$ cat src/hw/conv_pkg.sv
`default_nettype none

package conv_pkg;

    // Word width of pixels, weights, bias and results
    localparam int VALUE_BITS = 32;

    // Fractional bits of the Q15.16 format
    localparam int FRAC_BITS = 16;

    // Signed Q15.16 word
    typedef logic signed [VALUE_BITS-1:0] pixel_t;

    // Full-precision product of two Q15.16 words, Q31.32
    typedef logic signed [2*VALUE_BITS-1:0] product_t;

    // Line buffer fill state
    // PRIME while fewer than K-1 complete rows are stored
    typedef enum logic {
        PHASE_PRIME = 1'b0,
        PHASE_RUN   = 1'b1
    } buf_phase_t;

    // Back to Q15.16 by dropping the low fraction bits
    // Upper integer bits are discarded, so large products wrap
    function automatic pixel_t scale_product(input product_t prod);
        return pixel_t'(prod[FRAC_BITS +: VALUE_BITS]);
    endfunction

endpackage

`default_nettype wire

$ cat src/hw/window_line_buffer.sv
`timescale 1ns/1ps
`default_nettype none

module window_line_buffer #(
    parameter int IMG_WIDTH   = 8,
    parameter int KERNEL_SIZE = 3
) (
    input  logic             clk,
    input  logic             reset,
    input  conv_pkg::pixel_t i_pixel,
    input  logic             i_valid,
    input  logic             i_last,
    input  logic             i_adv,
    output conv_pkg::pixel_t o_window [KERNEL_SIZE*KERNEL_SIZE],
    output logic             o_win_valid,
    output logic             o_win_last
);
    import conv_pkg::*;

    // K-1 stored rows, the bottom window row comes straight from the input
    localparam int LINES    = KERNEL_SIZE - 1;
    localparam int COL_BITS = (IMG_WIDTH > 1) ? $clog2(IMG_WIDTH) : 1;
    localparam int ROW_BITS = (LINES > 1) ? $clog2(LINES) : 1;
    localparam int SEL_BITS = (LINES > 1) ? $clog2(LINES) : 1;

    localparam logic [COL_BITS-1:0] COL_LAST       = COL_BITS'(IMG_WIDTH - 1);
    localparam logic [COL_BITS-1:0] COL_FIRST_WIN  = COL_BITS'(KERNEL_SIZE - 1);
    localparam logic [ROW_BITS-1:0] ROW_PRIME_LAST = ROW_BITS'(KERNEL_SIZE - 2);
    localparam logic [SEL_BITS-1:0] SEL_LAST       = SEL_BITS'(LINES - 1);

    // Line RAMs, one image row each
    pixel_t              line_ram [LINES][IMG_WIDTH];
    // Column entering the window on this pixel, oldest row first
    pixel_t              new_col [KERNEL_SIZE];
    logic [COL_BITS-1:0] col_q;
    logic [ROW_BITS-1:0] row_q;
    // RAM holding the oldest row, overwritten by the current row
    logic [SEL_BITS-1:0] wr_sel_q;
    buf_phase_t          phase_q;
    logic                accept;
    logic                row_end;

    assign accept  = i_valid && i_adv;
    assign row_end = (col_q == COL_LAST);

    // Read every RAM at the current column in age order
    always_comb begin
        int ram_idx;
        for (int r = 0; r < LINES; r++) begin
            // Rotate so the oldest row lands on top
            ram_idx = int'(wr_sel_q) + r;
            if (ram_idx >= LINES) begin
                ram_idx = ram_idx - LINES;
            end
            new_col[r] = line_ram[ram_idx][col_q];
        end
        new_col[LINES] = i_pixel;
    end

    // Datapath, RAM write and window shift on each accepted pixel
    always_ff @(posedge clk) begin
        if (accept) begin
            // Current pixel replaces the oldest row entry
            line_ram[wr_sel_q][col_q] <= i_pixel;
            for (int r = 0; r < KERNEL_SIZE; r++) begin
                // Slide each row one column left
                for (int c = 0; c < KERNEL_SIZE - 1; c++) begin
                    o_window[r*KERNEL_SIZE + c] <= o_window[r*KERNEL_SIZE + c + 1];
                end
                // Fresh column on the right
                o_window[r*KERNEL_SIZE + KERNEL_SIZE - 1] <= new_col[r];
            end
        end
    end

    // Position counters, priming phase and window flags
    always_ff @(posedge clk) begin
        if (reset) begin
            col_q       <= '0;
            row_q       <= '0;
            wr_sel_q    <= '0;
            phase_q     <= PHASE_PRIME;
            o_win_valid <= 1'b0;
            o_win_last  <= 1'b0;
        end else if (i_adv) begin
            // Full window once K-1 rows are stored and K columns shifted in
            o_win_valid <= accept && (phase_q == PHASE_RUN) && (col_q >= COL_FIRST_WIN);
            o_win_last  <= accept && i_last;
            if (accept) begin
                if (i_last) begin
                    // End of image, start over for the next one
                    col_q    <= '0;
                    row_q    <= '0;
                    wr_sel_q <= '0;
                    phase_q  <= PHASE_PRIME;
                end else if (row_end) begin
                    col_q    <= '0;
                    // Next row goes into the following RAM
                    wr_sel_q <= (wr_sel_q == SEL_LAST) ? '0 : wr_sel_q + 1'b1;
                    if (phase_q == PHASE_PRIME) begin
                        // Row K-2 done, all line RAMs now hold data
                        if (row_q == ROW_PRIME_LAST) begin
                            phase_q <= PHASE_RUN;
                        end else begin
                            row_q <= row_q + 1'b1;
                        end
                    end
                end else begin
                    col_q <= col_q + 1'b1;
                end
            end
        end
    end

endmodule

`default_nettype wire

$ cat config.mk
export PLATFORM = sky130hd
export DESIGN_NAME = window_line_buffer
export DESIGN_NICKNAME = d
export VERILOG_FILES = /design/src/hw/conv_pkg.sv /design/src/hw/window_line_buffer.sv
export SDC_FILE = /design/constraint.sdc
export NUM_CORES = 1
export LEC_CHECK = 0
export ABC_AREA = 1
export BUFFER_PORTS_ARGS = -buffer_cell sky130_fd_sc_hd__buf_2
export CAP_MARGIN = 20
export CORE_ASPECT_RATIO = 0.8
export CORE_MARGIN = 3
export CORE_UTILIZATION = 65
export DETAILED_ROUTE_END_ITERATION = 8
export PLACE_DENSITY = 0.83
export SYNTH_ARGS = -nofsm -noshare
export SYNTH_HDL_FRONTEND = slang
export SYNTH_SLANG_ARGS = --single-unit
$ cat constraint.sdc
create_clock -name clk -period 24.8 [get_ports clk]
set_input_delay 7.44 -clock clk [delete_from_list [all_inputs] [get_ports clk]]
set_output_delay 7.44 -clock clk [all_outputs]
set_load 0.01 [all_outputs]
==> reports/metrics.yaml <==
pwr:
  switching_share_pct: 22.9
  p_clk_share_pct: 39.3
  combPwrFrac_pct: 7.3
  ir_drop_mv: 0.0724
  power_density_mw_per_mm2: 70.2
  pwr-share-seq_pct: 53.4
  intPower_mw: 2.24
  net-switching-power_mw: 0.666
  power_mw: 2.91
  p_leak_nw: 18.9
worst_setup_path:
  crit_path_start_kind: "input port"
  crit_path_end_kind: "register"
  crit_fanout: 87
  critPathKind: "input port to register"
  cp-startpoint: "i_adv"
  cp.arrival_ps: 10000
  required_ps: 25030
die:
  start_util_pct: 66.4
  ios: 327
  fp-row-count: 77
  fp.dieW_um: 273
  core_area_mm2: 0.0558
  die_height_um: 220
  dieArea_mm2: 0.0599
place:
  gp_congestion: 0.805
  post-dp-hpwl_mm: 51.4
  placed_cell_area_mm2: 0.0390
  numPortBuffers: 326
sta:
  fin_crit_sh_pct: 39.4
  drv_slew: 0
  relSlewSlack_pct: 24.0
  hold_viol: 0
  period_needed_ps: 9770
  clock_skew_ps: 16.2
  tns_ps: 0
  grt_setup_unrepaired: "no"
  setup_viol: 0
  fmax_mhz: 102
  holdWs_ps: 430
  worst_pin_slew_ps: 1140
drt:
  routed.top_layer: "met4"
  route.vias.total: 27700
  viasPerCell: 5.53
  wl_met3_mm: 10.3
  drtAntennaViolNets: 0
  dr.pass1.iters: 7
  route.detailed.drc: 0
  wl_met1_mm: 34.4
  wl_mm: 89.6
  drtIter0Drc: 3314
  wl_per_cell_um: 17.9
  wl_met2_mm: 42.0
run:
  cap_violations: 0
synthesis:
  synthDistinctLibCells: 20
  netlist_area_mm2: 0.0370
  avgSynthCellArea_um2: 9.37
  syn_inst: 3953
  yosysWarnings: 0
  yosysSeqAreaShare_pct: 65.3
  synth.ff_latch_count: 809
  syn-num-nets: 3992
global_routing:
  overflow: 0
  grt_pass1_wl_mm: 137
  grt_max_degree: 113
  grt_antenna_before_repair: 2
  grt_pass1_vias: 26300
  grtUsageTotal_pct: 29.5
clocking:
  cts_setup_buffers: 0
  ctsHtreeMaxLevel: 3
  hold_buffers: 0
  clock_sinks: 809
  clk_pin_slew_ps: 70
  cts_buffer_depth: 3
  clk_latency_ps: 620
  root_buffer: "clkbuf_16"
  cts_tree: "done"
  cts_buffers: 77
  postCtsResizedCells: 0
finish:
  antennaDiodeCount: 0
  final_area_mm2: 0.0414
  fin_nets: 4239
  fillers: 3762
  drive_gt1_share_pct: 12.0
  area_growth_pct: 11.9
run_status:
  outcome: "finished, final reports clean"
min_path:
  worstHoldStart: "o_window[200]"
  hp-class: "register to register"
## sequential cells by signal, indices dropped and copies added, names as in the netlist, named ones only
signal       flops
col_q            3
o_win_last       1
o_window       288
phase_q          1
line_ram       512
row_q            1
wr_sel_q         1
o_win_valid      1
## power by group through the flow
| stage | Clock (mW) | Combinational, mW | Sequential (mW) |
|---|---|---|---|
| final | 1.14 | 0.213 | 1.55 |
| after global routing | 1.20 | 0.236 | 1.56 |
| after CTS | 1.15 | 0.208 | 1.55 |
| after detailed placement | 0 | 0.206 | 1.58 |
| after global placement | 0 | 0.202 | 1.58 |
| after floorplan | 0 | 0.125 | 1.59 |
## layer usage
metal | vias to the layer above | global-route usage [%]
li1 | 12900 | -
met1 | 12800 | 39.4
met2 | 1700 | 48.4
met3 | 228 | 5.78
met4 | 0 | 11.4
met5 | - | 0
## logic make-up after synthesis
kind of cell | share of synthesized area, %
adder cells (fa/ha/maj) | 0.0675
AO/OA/AOI/OAI | 0.169
AND/OR/NAND/NOR | 24.9
flip-flops | 65.3
buffers and inverters | 9.56
## final timing paths
path,endpoint,slack [ps],cells after the start
worst max-delay path,o_window[173],15030,5
worst min register to register,o_window[232],430,0
worst min-delay path,o_window[232],430,0
worst max register to register,o_window[194],20830,10
## synthesized netlist by cell type
cell / n / share of area [%]
buf_1: 6 / 0.061
nand2_1: 1738 / 18
nor3_1: 9 / 0.12
inv_4: 1 / 0.017
edfxtp_1: 800 / 65
nand3_1: 512 / 6.9
nor2_1: 17 / 0.17
or2_1: 1 / 0.017
o21ai_0: 3 / 0.041
buf_6: 4 / 0.12
nor2_2: 1 / 0.017
dfxtp_1: 9 / 0.49
ha_1: 2 / 0.068
buf_4: 37 / 0.75
a211oi_1: 1 / 0.020
buf_2: 138 / 1.9
inv_1: 645 / 6.5
a21oi_1: 8 / 0.11
clkbuf_1: 14 / 0.14
inv_2: 7 / 0.071
## layout by cell type (no fill, tap or decap)
cell	count
or2_1	1
nor2_2	1
clkinv_1	14
buf_12	1
ha_1	2
inv_8	1
dfxtp_1	6
a21oi_1	8
inv_6	4
nor2_4	10
nand3_1	512
nor3_1	1
o21ai_0	3
nor3_2	8
buf_4	38
clkinvlp_4	5
edfxtp_1	800
nand2_1	1738
clkbuf_16	81
bufinv_16	5
buf_16	2
dfxtp_4	3
clkbuf_1	11
inv_1	643
a211oi_1	1
nor2_1	7
buf_2	326
clkinv_2	18
inv_2	6
## per-stage QoR
step / instances / setup slack (ps) / utilization [%]
after CTS: 5003 / 15020 / 74.1
after floorplan: 3953 / 10820 / -
after global placement: 4868 / 14420 / 69.8
after detailed placement: 4868 / 14360 / 69.8
after global routing: 5006 / 14790 / 74.3
final: 5006 / 15030 / 74.3
## worst max-delay path, cell delays in order
cell and delay (ps):
buf_2 90, nand2_1 250, inv_8 530, buf_4 720, buf_4 850
## final cells by class
type | count | area, um^2 | area share, %
Clock buffer | 92 | 2070 | 4.99
Tap cell | 750 | 938 | 2.26
Multi-Input combinational cell | 2292 | 9410 | 22.7
Inverter | 653 | 2470 | 5.97
Clock inverter | 43 | 339 | 0.818
Timing Repair Buffer | 367 | 1990 | 4.81
Sequential cell | 809 | 24200 | 58.4
Note: power is estimated with default switching activity, not from simulation.
