### src/hw/conv_pkg.sv
`default_nettype none

package conv_pkg;

    // Word width of pixels, weights, bias and results
    localparam int VALUE_BITS = 32;

    // Fractional bits of the Q15.16 format
    localparam int FRAC_BITS = 16;

    // Signed Q15.16 word
    typedef logic signed [VALUE_BITS-1:0] pixel_t;

    // Full-precision product of two Q15.16 words, Q31.32
    typedef logic signed [2*VALUE_BITS-1:0] product_t;

    // Line buffer fill state
    // PRIME while fewer than K-1 complete rows are stored
    typedef enum logic {
        PHASE_PRIME = 1'b0,
        PHASE_RUN   = 1'b1
    } buf_phase_t;

    // Back to Q15.16 by dropping the low fraction bits
    // Upper integer bits are discarded, so large products wrap
    function automatic pixel_t scale_product(input product_t prod);
        return pixel_t'(prod[FRAC_BITS +: VALUE_BITS]);
    endfunction

endpackage

`default_nettype wire

### src/hw/channel_combine.sv
`timescale 1ns/1ps
`default_nettype none

module channel_combine #(
    parameter int IMG_WIDTH   = 8,
    parameter int KERNEL_SIZE = 3,
    parameter int STRIDE      = 1,
    parameter int RELU        = 1
) (
    input  logic             clk,
    input  logic             reset,
    input  conv_pkg::pixel_t i_sum_a,
    input  conv_pkg::pixel_t i_sum_b,
    input  conv_pkg::pixel_t i_bias,
    input  logic             i_sum_valid,
    input  logic             i_sum_last,
    input  logic             i_adv,
    output conv_pkg::pixel_t o_result,
    output logic             o_valid,
    output logic             o_last
);
    import conv_pkg::*;

    // Valid windows per row
    localparam int OUT_WIDTH   = IMG_WIDTH - KERNEL_SIZE + 1;
    localparam int OUT_BITS    = (OUT_WIDTH > 1) ? $clog2(OUT_WIDTH) : 1;
    localparam int STRIDE_BITS = (STRIDE > 1) ? $clog2(STRIDE) : 1;

    localparam logic [OUT_BITS-1:0]    OUT_COL_LAST = OUT_BITS'(OUT_WIDTH - 1);
    localparam logic [STRIDE_BITS-1:0] STRIDE_LAST  = STRIDE_BITS'(STRIDE - 1);

    // Window column across the output grid
    logic [OUT_BITS-1:0]    col_pos_q;
    // Column and row position modulo STRIDE
    logic [STRIDE_BITS-1:0] col_mod_q;
    logic [STRIDE_BITS-1:0] row_mod_q;
    pixel_t                 total;
    pixel_t                 activated;
    logic                   keep;

    // Both lanes plus bias, wrapping
    assign total = i_sum_a + i_sum_b + i_bias;

    // Optional ReLU on the sign bit
    assign activated = ((RELU != 0) && total[VALUE_BITS-1]) ? '0 : total;

    // Stride grid hit, the last window always goes out
    assign keep = i_sum_valid &&
                  (((col_mod_q == STRIDE_LAST) && (row_mod_q == STRIDE_LAST)) || i_sum_last);

    // Output register
    always_ff @(posedge clk) begin
        if (reset) begin
            o_valid <= 1'b0;
            o_last  <= 1'b0;
        end else if (i_adv) begin
            o_valid <= keep;
            o_last  <= i_sum_valid && i_sum_last;
        end
    end

    // Result payload only changes when a result is emitted
    always_ff @(posedge clk) begin
        if (i_adv && keep) begin
            o_result <= activated;
        end
    end

    // Stride position, stepped on every valid window
    always_ff @(posedge clk) begin
        if (reset) begin
            col_pos_q <= '0;
            col_mod_q <= '0;
            row_mod_q <= '0;
        end else if (i_adv && i_sum_valid) begin
            if (i_sum_last) begin
                // Image done, grid restarts at the top left
                col_pos_q <= '0;
                col_mod_q <= '0;
                row_mod_q <= '0;
            end else if (col_pos_q == OUT_COL_LAST) begin
                // Wrap to the next output row
                col_pos_q <= '0;
                col_mod_q <= '0;
                row_mod_q <= (row_mod_q == STRIDE_LAST) ? '0 : row_mod_q + 1'b1;
            end else begin
                col_pos_q <= col_pos_q + 1'b1;
                col_mod_q <= (col_mod_q == STRIDE_LAST) ? '0 : col_mod_q + 1'b1;
            end
        end
    end

endmodule

`default_nettype wire

### config.mk
export PLATFORM = sky130hd
export DESIGN_NAME = channel_combine
export DESIGN_NICKNAME = d
export VERILOG_FILES = /design/src/hw/conv_pkg.sv /design/src/hw/channel_combine.sv
export SDC_FILE = /design/constraint.sdc
export NUM_CORES = 1
export LEC_CHECK = 0
export BUFFER_PORTS_ARGS = -buffer_cell sky130_fd_sc_hd__buf_4
export CORE_ASPECT_RATIO = 0.7
export CORE_MARGIN = 5
export CORE_UTILIZATION = 50
export CTS_CLUSTER_DIAMETER = 50
export CTS_CLUSTER_SIZE = 40
export DETAILED_ROUTE_END_ITERATION = 7
export GPL_TIMING_DRIVEN = 0
export PLACE_DENSITY = 0.81
export SYNTH_ARGS = -nofsm -noshare
export SYNTH_HDL_FRONTEND = slang
export SYNTH_SLANG_ARGS = --single-unit
export TNS_END_PERCENT = 50
### constraint.sdc
create_clock -name clk -period 7.64 [get_ports clk]
set_input_delay 0.382 -clock clk [delete_from_list [all_inputs] [get_ports clk]]
set_output_delay 0.382 -clock clk [all_outputs]
set_load 0.005 [all_outputs]
==> impl_metrics.ini, run 1 <==
[yosys]
yosysMostFrequentCell = a21oi_1
async_flop_share_pct = 0
synthTopCellsByCount = a21oi_1, fa_1, edfxtp_1
ys_seq_area_share_pct = 27.7
synth_edf_count = 31
synth.distinct_cells = 52
synth_seq_cells = 33
yosysWarnings = 0
syn_inst = 332
synth_top_area_share_pct = 26.6
netlist_area_um2 = 3500
netlist_top_cells_area = edfxtp_1, fa_1, ha_1
yosysTopAreaCell = edfxtp_1
synth_fp_nets = 495
synthFlopType = edfxtp_1
avgSynthCellArea_um2 = 10.6

[timing]
max_freq_mhz = 299
setup_tns_ns = 0
finalMaxSlewViolations = 0
worst_pin_slew_ns = 0.729
setup_viol = 0
setup_ws_ns = 4.30
post-route-min-period_ns = 3.34
finalHoldViolations = 0
period_share_pct = 43.8
max_slew_margin_pct = 51.4
rsz0062_at_grt = false
fin_skew_ns = 0

[clock_network]
cts_root_buf = clkbuf_8
clk_pin_slew_worst_paths_ns = 0.07
cts_buffers = 5
clock_path_buffers = 2
clk_latency_ns = 0.27
tritoncts = built
clkSinkCount = 33
postCtsSetupBuffers = 0
h-tree-depth = 2
ctsHoldBuffers = 0
cts_resized = 0

[placed_design]
portBuffers = 133
dp_hpwl_mm = 7.82
place_worst_setup_slack_ns = 4.09
place.gp.congestion = 0.848

[drt]
vias = 3053
wl_per_cell_um = 15.9
viasPerCell = 5.38
drt_iter0_markers = 200
ant_nets = 0
first_pass_iters = 4
wl_mm = 8.99
drcViolationCount = 0

[setup_path]
rr_endpoint = o_valid
r2r_slack_ns = 7.01
critPathLaunchType = input pin
cp.arrival_ns = 3.37
crit_path_end_kind = register
required_ns = 7.67
path_class = in2reg
crit_fanout = 3
r2r_start = o_valid
worstRegToRegCells = 2

[global_route]
grt_max_degree = 34
grt.total_usage_pct = 20.0
antenna_found_initial = 0
grt_pass1_vias = 2923
grt_overflow = 0
grt_pass1_wl_mm = 13.8

[worst_hold_path]
hold_depth = 2
hold_end = o_last
min-delay-path-class = in2reg
min_from = reset

[power]
vdd_drop_max_uv = 117
power.density_nw_per_um2 = 211
power_leakage_nw = 2.06

[die]
num_rows = 25
initial_core_util_pct = 51.6
dieHeight_um = 80.0
ios = 135
fp.coreArea_um2 = 6790
fp.dieArea_um2 = 8810
die_x_um = 110

[final_layout]
nets = 635
areaGrowthSynthToFinish_pct = 34.4
antenna_cells = 0
final-seq-area_um2 = 971
multiInputGateArea_um2 = 2430
nFillCells = 525
drive_gt1_share_pct = 40.6

[outcome]
status = finished clean

[flow_run]
cap_violations = 0
[where the power goes]
part           internal [mW]  leakage, nW  switching [mW]
Sequential             0.255        0.287          0.0100
Combinational          0.272         1.73           0.332
Clock                 0.0628       0.0439          0.0617
Total                  0.589         2.06           0.404
[critical path, stage by stage]
cell and delay [ns]:
buf_4 0.12, fa_1 0.48, ha_1 0.26, fa_1 0.44
a21oi_2 0.21, o21ai_2 0.10, and4_1 0.26, o211ai_1 0.30
a211oi_1 0.16, o31ai_1 0.38, nand3_1 0.12, nor3b_2 0.16
[metrics by stage]
| stage | util [%] | std cells | instance area (µm²) | power (mW) | hold slack [ns] |
|---|---|---|---|---|---|
| 3_3_place_gp | 68.1 | 559 | 4620 | 0.852 | 0.435 |
| 5_1_grt | 69.3 | 567 | 4710 | 1.07 | 0.254 |
| 3_5_place_dp | 68.1 | 559 | 4620 | 0.866 | 0.439 |
| 2_1_floorplan | - | 332 | 3500 | 0.671 | 0.442 |
| 4_1_cts | 69.3 | 567 | 4710 | 0.992 | 0.253 |
| 6_report | 69.3 | 567 | 4710 | 0.993 | 0.260 |
[state kept, by name, summed over array words and instances (netlist names)]
register / flops
o_valid: 1
o_last: 1
o_result: 31
[kinds of logic (layout without fill, tap and decap cells)]
family,count (synthesis),in the layout,share of synthesized area [%]
DFF,33,33,27.7
AOI/OAI and AO/OA,98,98,18.6
adders and majority gates,62,62,29.0
and+or+nand+nor,90,90,14.4
other,1,1,0.107
buffers and inverters,20,161,2.93
xor gates and xnor gates,28,28,7.21
[how the worst max path moves through the flow]
stage | start | cells after the start | to
after CTS | i_sum_a[1] | 13 | o_result[30]
after floorplan | i_sum_a[1] | 12 | o_result[22]
after global routing | i_sum_a[7] | 11 | o_result[28]
after detailed placement | i_sum_a[1] | 13 | o_result[30]
final | i_sum_a[1] | 12 | o_result[29]
after global placement | i_sum_a[1] | 13 | o_result[30]
[final cells by class]
cell class / count / area share [%]
multi-input cells: 279 / 51.6
clock inverters: 3 / 0.372
inverters: 14 / 1.12
flip-flops and latches: 33 / 20.6
well taps: 94 / 2.50
repair buffers: 133 / 21.2
plain buffers: 6 / 1.06
clock buffers: 5 / 1.46
[layer usage]
layer  vias to the layer above  track usage [%]  wire, µm
met2                       148             31.5      3930
met5                         -                0         0
met1                      1421             29.0      4110
met4                         0             2.99        80
met3                        10             4.04       869
li1                       1474                -         -
[cells in the final DEF (no fill, tap or decap), types with 3 or more instances in the layout]
cell type,n
fa_1,32
clkbuf_8,5
xnor2_1,14
buf_6,3
a211oi_1,5
o21ai_1,6
nor3b_2,3
o21a_1,3
buf_4,134
nor3_1,5
nor2_2,25
and3_1,5
nand4_1,5
o211ai_1,3
inv_1,14
o21ai_2,3
o21ai_0,13
nand2_1,20
xor2_1,13
a21oi_1,34
edfxtp_1,31
o21bai_1,4
nand3_1,3
ha_1,30
a21o_1,8
a21oi_2,4
nand2b_1,3
nor2_1,10
Power figures use the tool's default switching activity.
==> inputs of run 2 (changes only) <==
--- a/config.mk
+++ b/config.mk
@@ -8,12 +8,12 @@
 export BUFFER_PORTS_ARGS = -buffer_cell sky130_fd_sc_hd__buf_4
 export CORE_ASPECT_RATIO = 0.7
 export CORE_MARGIN = 5
-export CORE_UTILIZATION = 50
+export CORE_UTILIZATION = 45
 export CTS_CLUSTER_DIAMETER = 50
 export CTS_CLUSTER_SIZE = 40
 export DETAILED_ROUTE_END_ITERATION = 7
 export GPL_TIMING_DRIVEN = 0
-export PLACE_DENSITY = 0.81
+export PLACE_DENSITY = 0.77
 export SYNTH_ARGS = -nofsm -noshare
 export SYNTH_HDL_FRONTEND = slang
 export SYNTH_SLANG_ARGS = --single-unit
==> constraint.sdc (replaced) <==
create_clock -name clk -period 2.9 [get_ports clk]
set_input_delay 0.145 -clock clk [delete_from_list [all_inputs] [get_ports clk]]
set_output_delay 0.145 -clock clk [all_outputs]
set_load 0.005 [all_outputs]
==> impl_metrics.ini, run 2 (synthesis gave the netlist of run 1 again) <==
[outcome]
status = finished clean

[setup_path]
required_ns = 2.93
cp.arrival_ns = 2.90
crit_fanout = 4
crit_chain = buf_4 -> fa_1 -> ha_1 -> a211oi_2 -> o211ai_1 -> and4_1 -> a21bo_1 -> o311ai_2 -> o21ai_0 -> xnor2_1 -> nor2_2
critPathLaunchType = input pin
r2r_slack_ns = 2.24
path_class = in2reg
path_buf_inv = 1
crit_path_end_kind = register
critPathSlowestCell = fa_1
critPathTopFamily = compound AO/OA/AOI/OAI gates
cp_slowest_stage_delay_ns = 0.54

[clock_network]
cts_buffers = 5
clk_latency_ns = 0.27
ctsHoldBuffers = 0
tritoncts = built
clock_path_buffers = 2
h-tree-depth = 2
clkSinkCount = 33
cts_root_buf = clkbuf_8
clk_pin_slew_worst_paths_ns = 0.07

[drt]
vias = 3048
drt_iter0_markers = 144
first_pass_iters = 4
ant_nets = 0
wl_mm = 8.98
wl_per_cell_um = 15.5
drcViolationCount = 0
viasPerCell = 5.26

[die]
ios = 135
initial_core_util_pct = 47.0
fp.coreArea_um2 = 7450
num_rows = 26
die_x_um = 115
dieHeight_um = 83.8
fp.dieArea_um2 = 9680

[timing]
period_share_pct = 98.8
setup_ws_ns = 0.0337
finalMaxSlewViolations = 0
max_slew_margin_pct = 52.1
setup_viol = 0
worst_pin_slew_ns = 0.718
post-route-min-period_ns = 2.87
max_freq_mhz = 349
finalHoldViolations = 0
rsz0062_at_grt = true
fin_skew_ns = 0

[placed_design]
place_worst_setup_slack_ns = -0.344
place_area_um2 = 4620
place.gp.congestion = 0.858
dp_hpwl_mm = 7.56
portBuffers = 133
dp_cells = 563

[final_layout]
antenna_cells = 0
final_cell_mix = buf_4, a21oi_1, fa_1, edfxtp_1, ha_1
drive_gt1_share_pct = 45.1
nFillCells = 604
regMostFlops = o_result
layout_commonest_cell = buf_4
fin_area_um2 = 4910
fin_cells = 579
areaGrowthSynthToFinish_pct = 40.0
largest_reg_flops = 31
reg_top3 = o_result x31, o_last x1, o_valid x1
nets = 643

[global_route]
grt_pass1_vias = 3053
grt_max_degree = 34
grt_overflow = 0
grt.total_usage_pct = 18.3
grt_pass1_wl_mm = 14.5
antenna_found_initial = 0

[power]
power.density_nw_per_um2 = 562
power_leakage_nw = 2.12
vdd_drop_max_uv = 281

[worst_hold_path]
min-delay-path-class = in2reg

[flow_run]
cap_violations = 0
run 2: cell count changes in the layout (fill, tap and decap cells not counted), moves of 2 or more:
| cell | change |
|---|---|
| buf_4 | +6 |
| ha_1 | -4 |
| a211oi_1 | -3 |
| a211oi_2 | +3 |
| a21oi_1 | -3 |
| a21oi_2 | +3 |
| buf_8 | +2 |
| ha_2 | +2 |
| ha_4 | +2 |
| o31ai_1 | -2 |
| o31ai_2 | +2 |
| xnor2_1 | -2 |
| xnor2_2 | +2 |
run 2: worst register-to-register path, delay by kind of cell (launching register included):
family	cells	cell delay [ns]
simple gates	1	0.07
flops	1	0.32
compound gates	1	0.16
run 2: worst paths after layout:
| path | endpoint | startpoint | cells after the start |
|---|---|---|---|
| hold reg to reg | o_last | o_last | 2 |
| setup reg to reg | o_valid | o_valid | 2 |
| hold / removal | o_last | reset | 2 |
| setup / recovery | o_result[28] | i_sum_a[2] | 11 |
run 2: cell type report:
cell class	instances	area, µm²	share of cell area, %
multi-input combinational	279	2540	51.9
timing repair buffer	141	1070	21.7
sequential	33	971	19.8
tap	98	123	2.50
clock buffer	6	72.6	1.48
buffer	6	66.3	1.35
inverter	14	52.6	1.07
clock inverter	2	10.0	0.204
run 2: per-layer routing:
| layer | wire (µm) | part of all wire (%) | global-route usage (%) | vias to the layer above |
|---|---|---|---|---|
| met5 | 0 | 0 | 0 | - |
| met4 | 62 | 0.69 | 2.35 | 0 |
| met3 | 723 | 8.1 | 3.04 | 7 |
| met2 | 3860 | 43 | 26.6 | 120 |
| met1 | 4340 | 48 | 29.0 | 1424 |
| li1 | - | - | - | 1497 |
run 2: timing repair:
item / 4_1_cts / 5_1_grt
pin swaps: 4 / 8
setup endpoints to repair: 30 / 31
gates resized for setup: 5 / 24
buffers inserted: 3 / 4
gates cloned: 1 / 0
run 2: per-stage QoR:
step | util (%) | TNS, ns | hold WS (ns) | power, mW
final | 65.9 | 0 | 0.0379 | 2.76
after detailed placement | 62.1 | -9.89 | 0.329 | 2.28
after global placement | 62.1 | -10.88 | 0.312 | 2.25
after floorplan | - | 0 | 0.214 | 1.77
after CTS | 63.8 | 0 | 0.0357 | 2.65
after global routing | 65.9 | -0.146 | 0.0357 | 2.97
run 2: report_power, final:
part / internal [mW] / switching, mW
Sequential: 0.672 / 0.0280
Clock: 0.166 / 0.157
Combinational: 0.818 / 0.917
==> inputs of run 3 (changes only) <==
--- a/config.mk
+++ b/config.mk
@@ -5,15 +5,19 @@
 export SDC_FILE = /design/constraint.sdc
 export NUM_CORES = 1
 export LEC_CHECK = 0
+export ABC_AREA = 1
 export BUFFER_PORTS_ARGS = -buffer_cell sky130_fd_sc_hd__buf_4
+export CELL_PAD_IN_SITES_DETAIL_PLACEMENT = 1
+export CELL_PAD_IN_SITES_GLOBAL_PLACEMENT = 1
 export CORE_ASPECT_RATIO = 0.7
 export CORE_MARGIN = 5
-export CORE_UTILIZATION = 45
+export CORE_UTILIZATION = 34
 export CTS_CLUSTER_DIAMETER = 50
 export CTS_CLUSTER_SIZE = 40
 export DETAILED_ROUTE_END_ITERATION = 7
 export GPL_TIMING_DRIVEN = 0
-export PLACE_DENSITY = 0.77
+export PLACE_DENSITY_LB_ADDON = 0.1
+export RECOVER_POWER = 100
 export SYNTH_ARGS = -nofsm -noshare
 export SYNTH_HDL_FRONTEND = slang
 export SYNTH_SLANG_ARGS = --single-unit
==> impl_metrics.ini, run 3 <==
[timing]
finalHoldViolations = 0
period_share_pct = 88.9
holdWs_ns = 0.0274
worst_pin_slew_ns = 1.16
rsz0062_at_grt = false
post-route-min-period_ns = 2.58
max_slew_margin_pct = 22.3
max_freq_mhz = 388
setup_tns_ns = 0
fin_skew_ns = 0
setup_viol = 0
finalMaxSlewViolations = 0

[drt]
drcViolationCount = 0
wl_mm = 13.4
vias = 4198
viasPerCell = 4.41
ant_nets = 0
first_pass_iters = 4
wl_per_cell_um = 14.1
drt_iter0_markers = 115

[yosys]
synth_top_family_by_area = simple AND/OR/NAND/NOR gates
ys_seq_area_share_pct = 21.6
synth_seq_cells = 33
yosysTopAreaCell = edfxtp_1
synthAdderAreaFrac_pct = 22.6
synth_top_area_share_pct = 20.7
yosysWarnings = 0
synth-xor-area-share_pct = 3.67
netlist_top_cells_area = edfxtp_1, nand2_1, fa_1
synthTopCellsByCount = nand2_1, inv_1, nor2_1
synthSimpleGateAreaFrac_pct = 35.3
synth.distinct_cells = 29
synthMuxAreaShare_pct = 0
synthFlopType = edfxtp_1
netlist_area_um2 = 4500
async_flop_share_pct = 0
syn_inst = 644
yosysMostFrequentCell = nand2_1
synth_edf_count = 31
avgSynthCellArea_um2 = 6.99
synth-compound-area-share_pct = 3.03
synth_fp_nets = 807

[power]
power.density_nw_per_um2 = 520
power_leakage_nw = 3.21
p_total_mw = 2.97
vdd_drop_max_uv = 203

[setup_path]
crit_fanout = 10
crit_chain = buf_4 -> fa_1 -> ha_1 -> nand2_1 -> nor2_1 -> nand2_1 -> nor2_4 -> nand2_4 -> nand2_4 -> nand2_4 -> nand2_1 -> buf_8 -> nor2_1
required_ns = 2.93
path_buf_inv = 2
rr_endpoint = o_last
path_class = in2reg
critPathTopFamily = simple AND/OR/NAND/NOR gates
worstRegToRegCells = 2
critPathSlowestCell = fa_1
r2r_start = o_last
cp-startpoint = i_sum_a[15]
cp.arrival_ns = 2.61
r2r_slack_ns = 2.33
crit_path_end_kind = register
cp_slowest_stage_delay_ns = 0.46
critPathLaunchType = input pin

[clock_network]
postCtsSetupBuffers = 0
clock_path_buffers = 2
cts_root_buf = clkbuf_16
cts_buffers = 5
ctsHoldBuffers = 0
cts_resized = 0
h-tree-depth = 2
clk_latency_ns = 0.27
clkSinkCount = 33
tritoncts = built
clk_pin_slew_worst_paths_ns = 0.05

[flow_run]
cap_violations = 0

[worst_hold_path]
min-delay-path-class = in2reg
hold_depth = 2
hold_end = o_last
min_from = reset

[final_layout]
areaGrowthSynthToFinish_pct = 26.7
largest_reg_flops = 31
reg_top3 = o_result x31, o_last x1, o_valid x1
drive_gt1_share_pct = 21.0
final_cell_mix = nand2_1, inv_1, buf_4
layout_commonest_cell = nand2_1
fin_area_um2 = 5700
nets = 947
antenna_cells = 0
regMostFlops = o_result

[global_route]
grt_pass1_wl_mm = 22.1
grt.total_usage_pct = 17.5
grt_overflow = 0
antenna_found_initial = 0
grt_max_degree = 33
grt_pass1_vias = 4390

[die]
ios = 135
fp.coreArea_um2 = 13100
die_x_um = 147
fp.dieArea_um2 = 15700
num_rows = 35
dieHeight_um = 106
initial_core_util_pct = 34.5

[placed_design]
portBuffers = 133
dp_hpwl_mm = 12.3
place_area_um2 = 5710
place.gp.congestion = 0.813

[outcome]
status = finished clean
==> run 3: cell types whose count changed after synthesis, sizes merged, moves of 16 or more <==
cell	before	now
nor2	35	65
nand3	3	25
o21ai	22	0
inv	14	154
a21oi	38	22
nand2	21	246
==> run 3: cells by family after synthesis <==
| group | count (synthesis) |
|---|---|
| and+or+nand+nor | 350 |
| xor gates and xnor gates | 18 |
| DFF | 33 |
| other | 1 |
| AOI/OAI and AO/OA | 23 |
| adders and majority gates | 62 |
| buffers and inverters | 157 |
==> run 3: worst max-delay path by stage <==
stage,end,slack (ns),cells past startpoint
2_1_floorplan,o_result[3],0.51,12
3_3_place_gp,o_result[29],0.16,16
3_5_place_dp,o_result[29],0.13,16
4_1_cts,o_result[29],0.41,16
5_1_grt,o_result[11],0.15,13
6_report,o_result[10],0.32,13
==> run 3: report_power, final <==
part           internal [mW]  switching (mW)
clock network          0.314           0.185
logic                  0.678            1.12
registers              0.651          0.0190
==> run 3: worst register-to-register path, cell delays in order, from the launching register on <==
cell and delay [ns]:
dfxtp_1 0.33, nand2_1 0.06, a21oi_1 0.12
==> run 3: metrics by stage <==
| stage | setup slack (ns) | std cells | util (%) |
|---|---|---|---|
| floorplan | 0.512 | 644 | - |
| global placement | 0.163 | 943 | 43.7 |
| detailed placement | 0.128 | 943 | 43.7 |
| CTS | 0.409 | 951 | 44.8 |
| global route | 0.154 | 951 | 43.7 |
| finish | 0.321 | 951 | 43.7 |
==> run 3: layer usage <==
metal	part of all wire, %	track usage, %	vias to the layer above
li1	-	-	2196
met4	0.73	2.99	0
met5	0	0	-
met2	41	27.4	95
met3	4.4	1.83	6
met1	54	26.3	1901
==> run 3: area by class of cell <==
type	instances	area [µm²]
fillers	1738	7350
multi-input cells	454	2800
flip-flops and latches	33	971
repair buffers	133	957
inverters	154	578
well taps	166	208
clock buffers	5	125
plain buffers	3	42.5
clock inverters	3	17.5
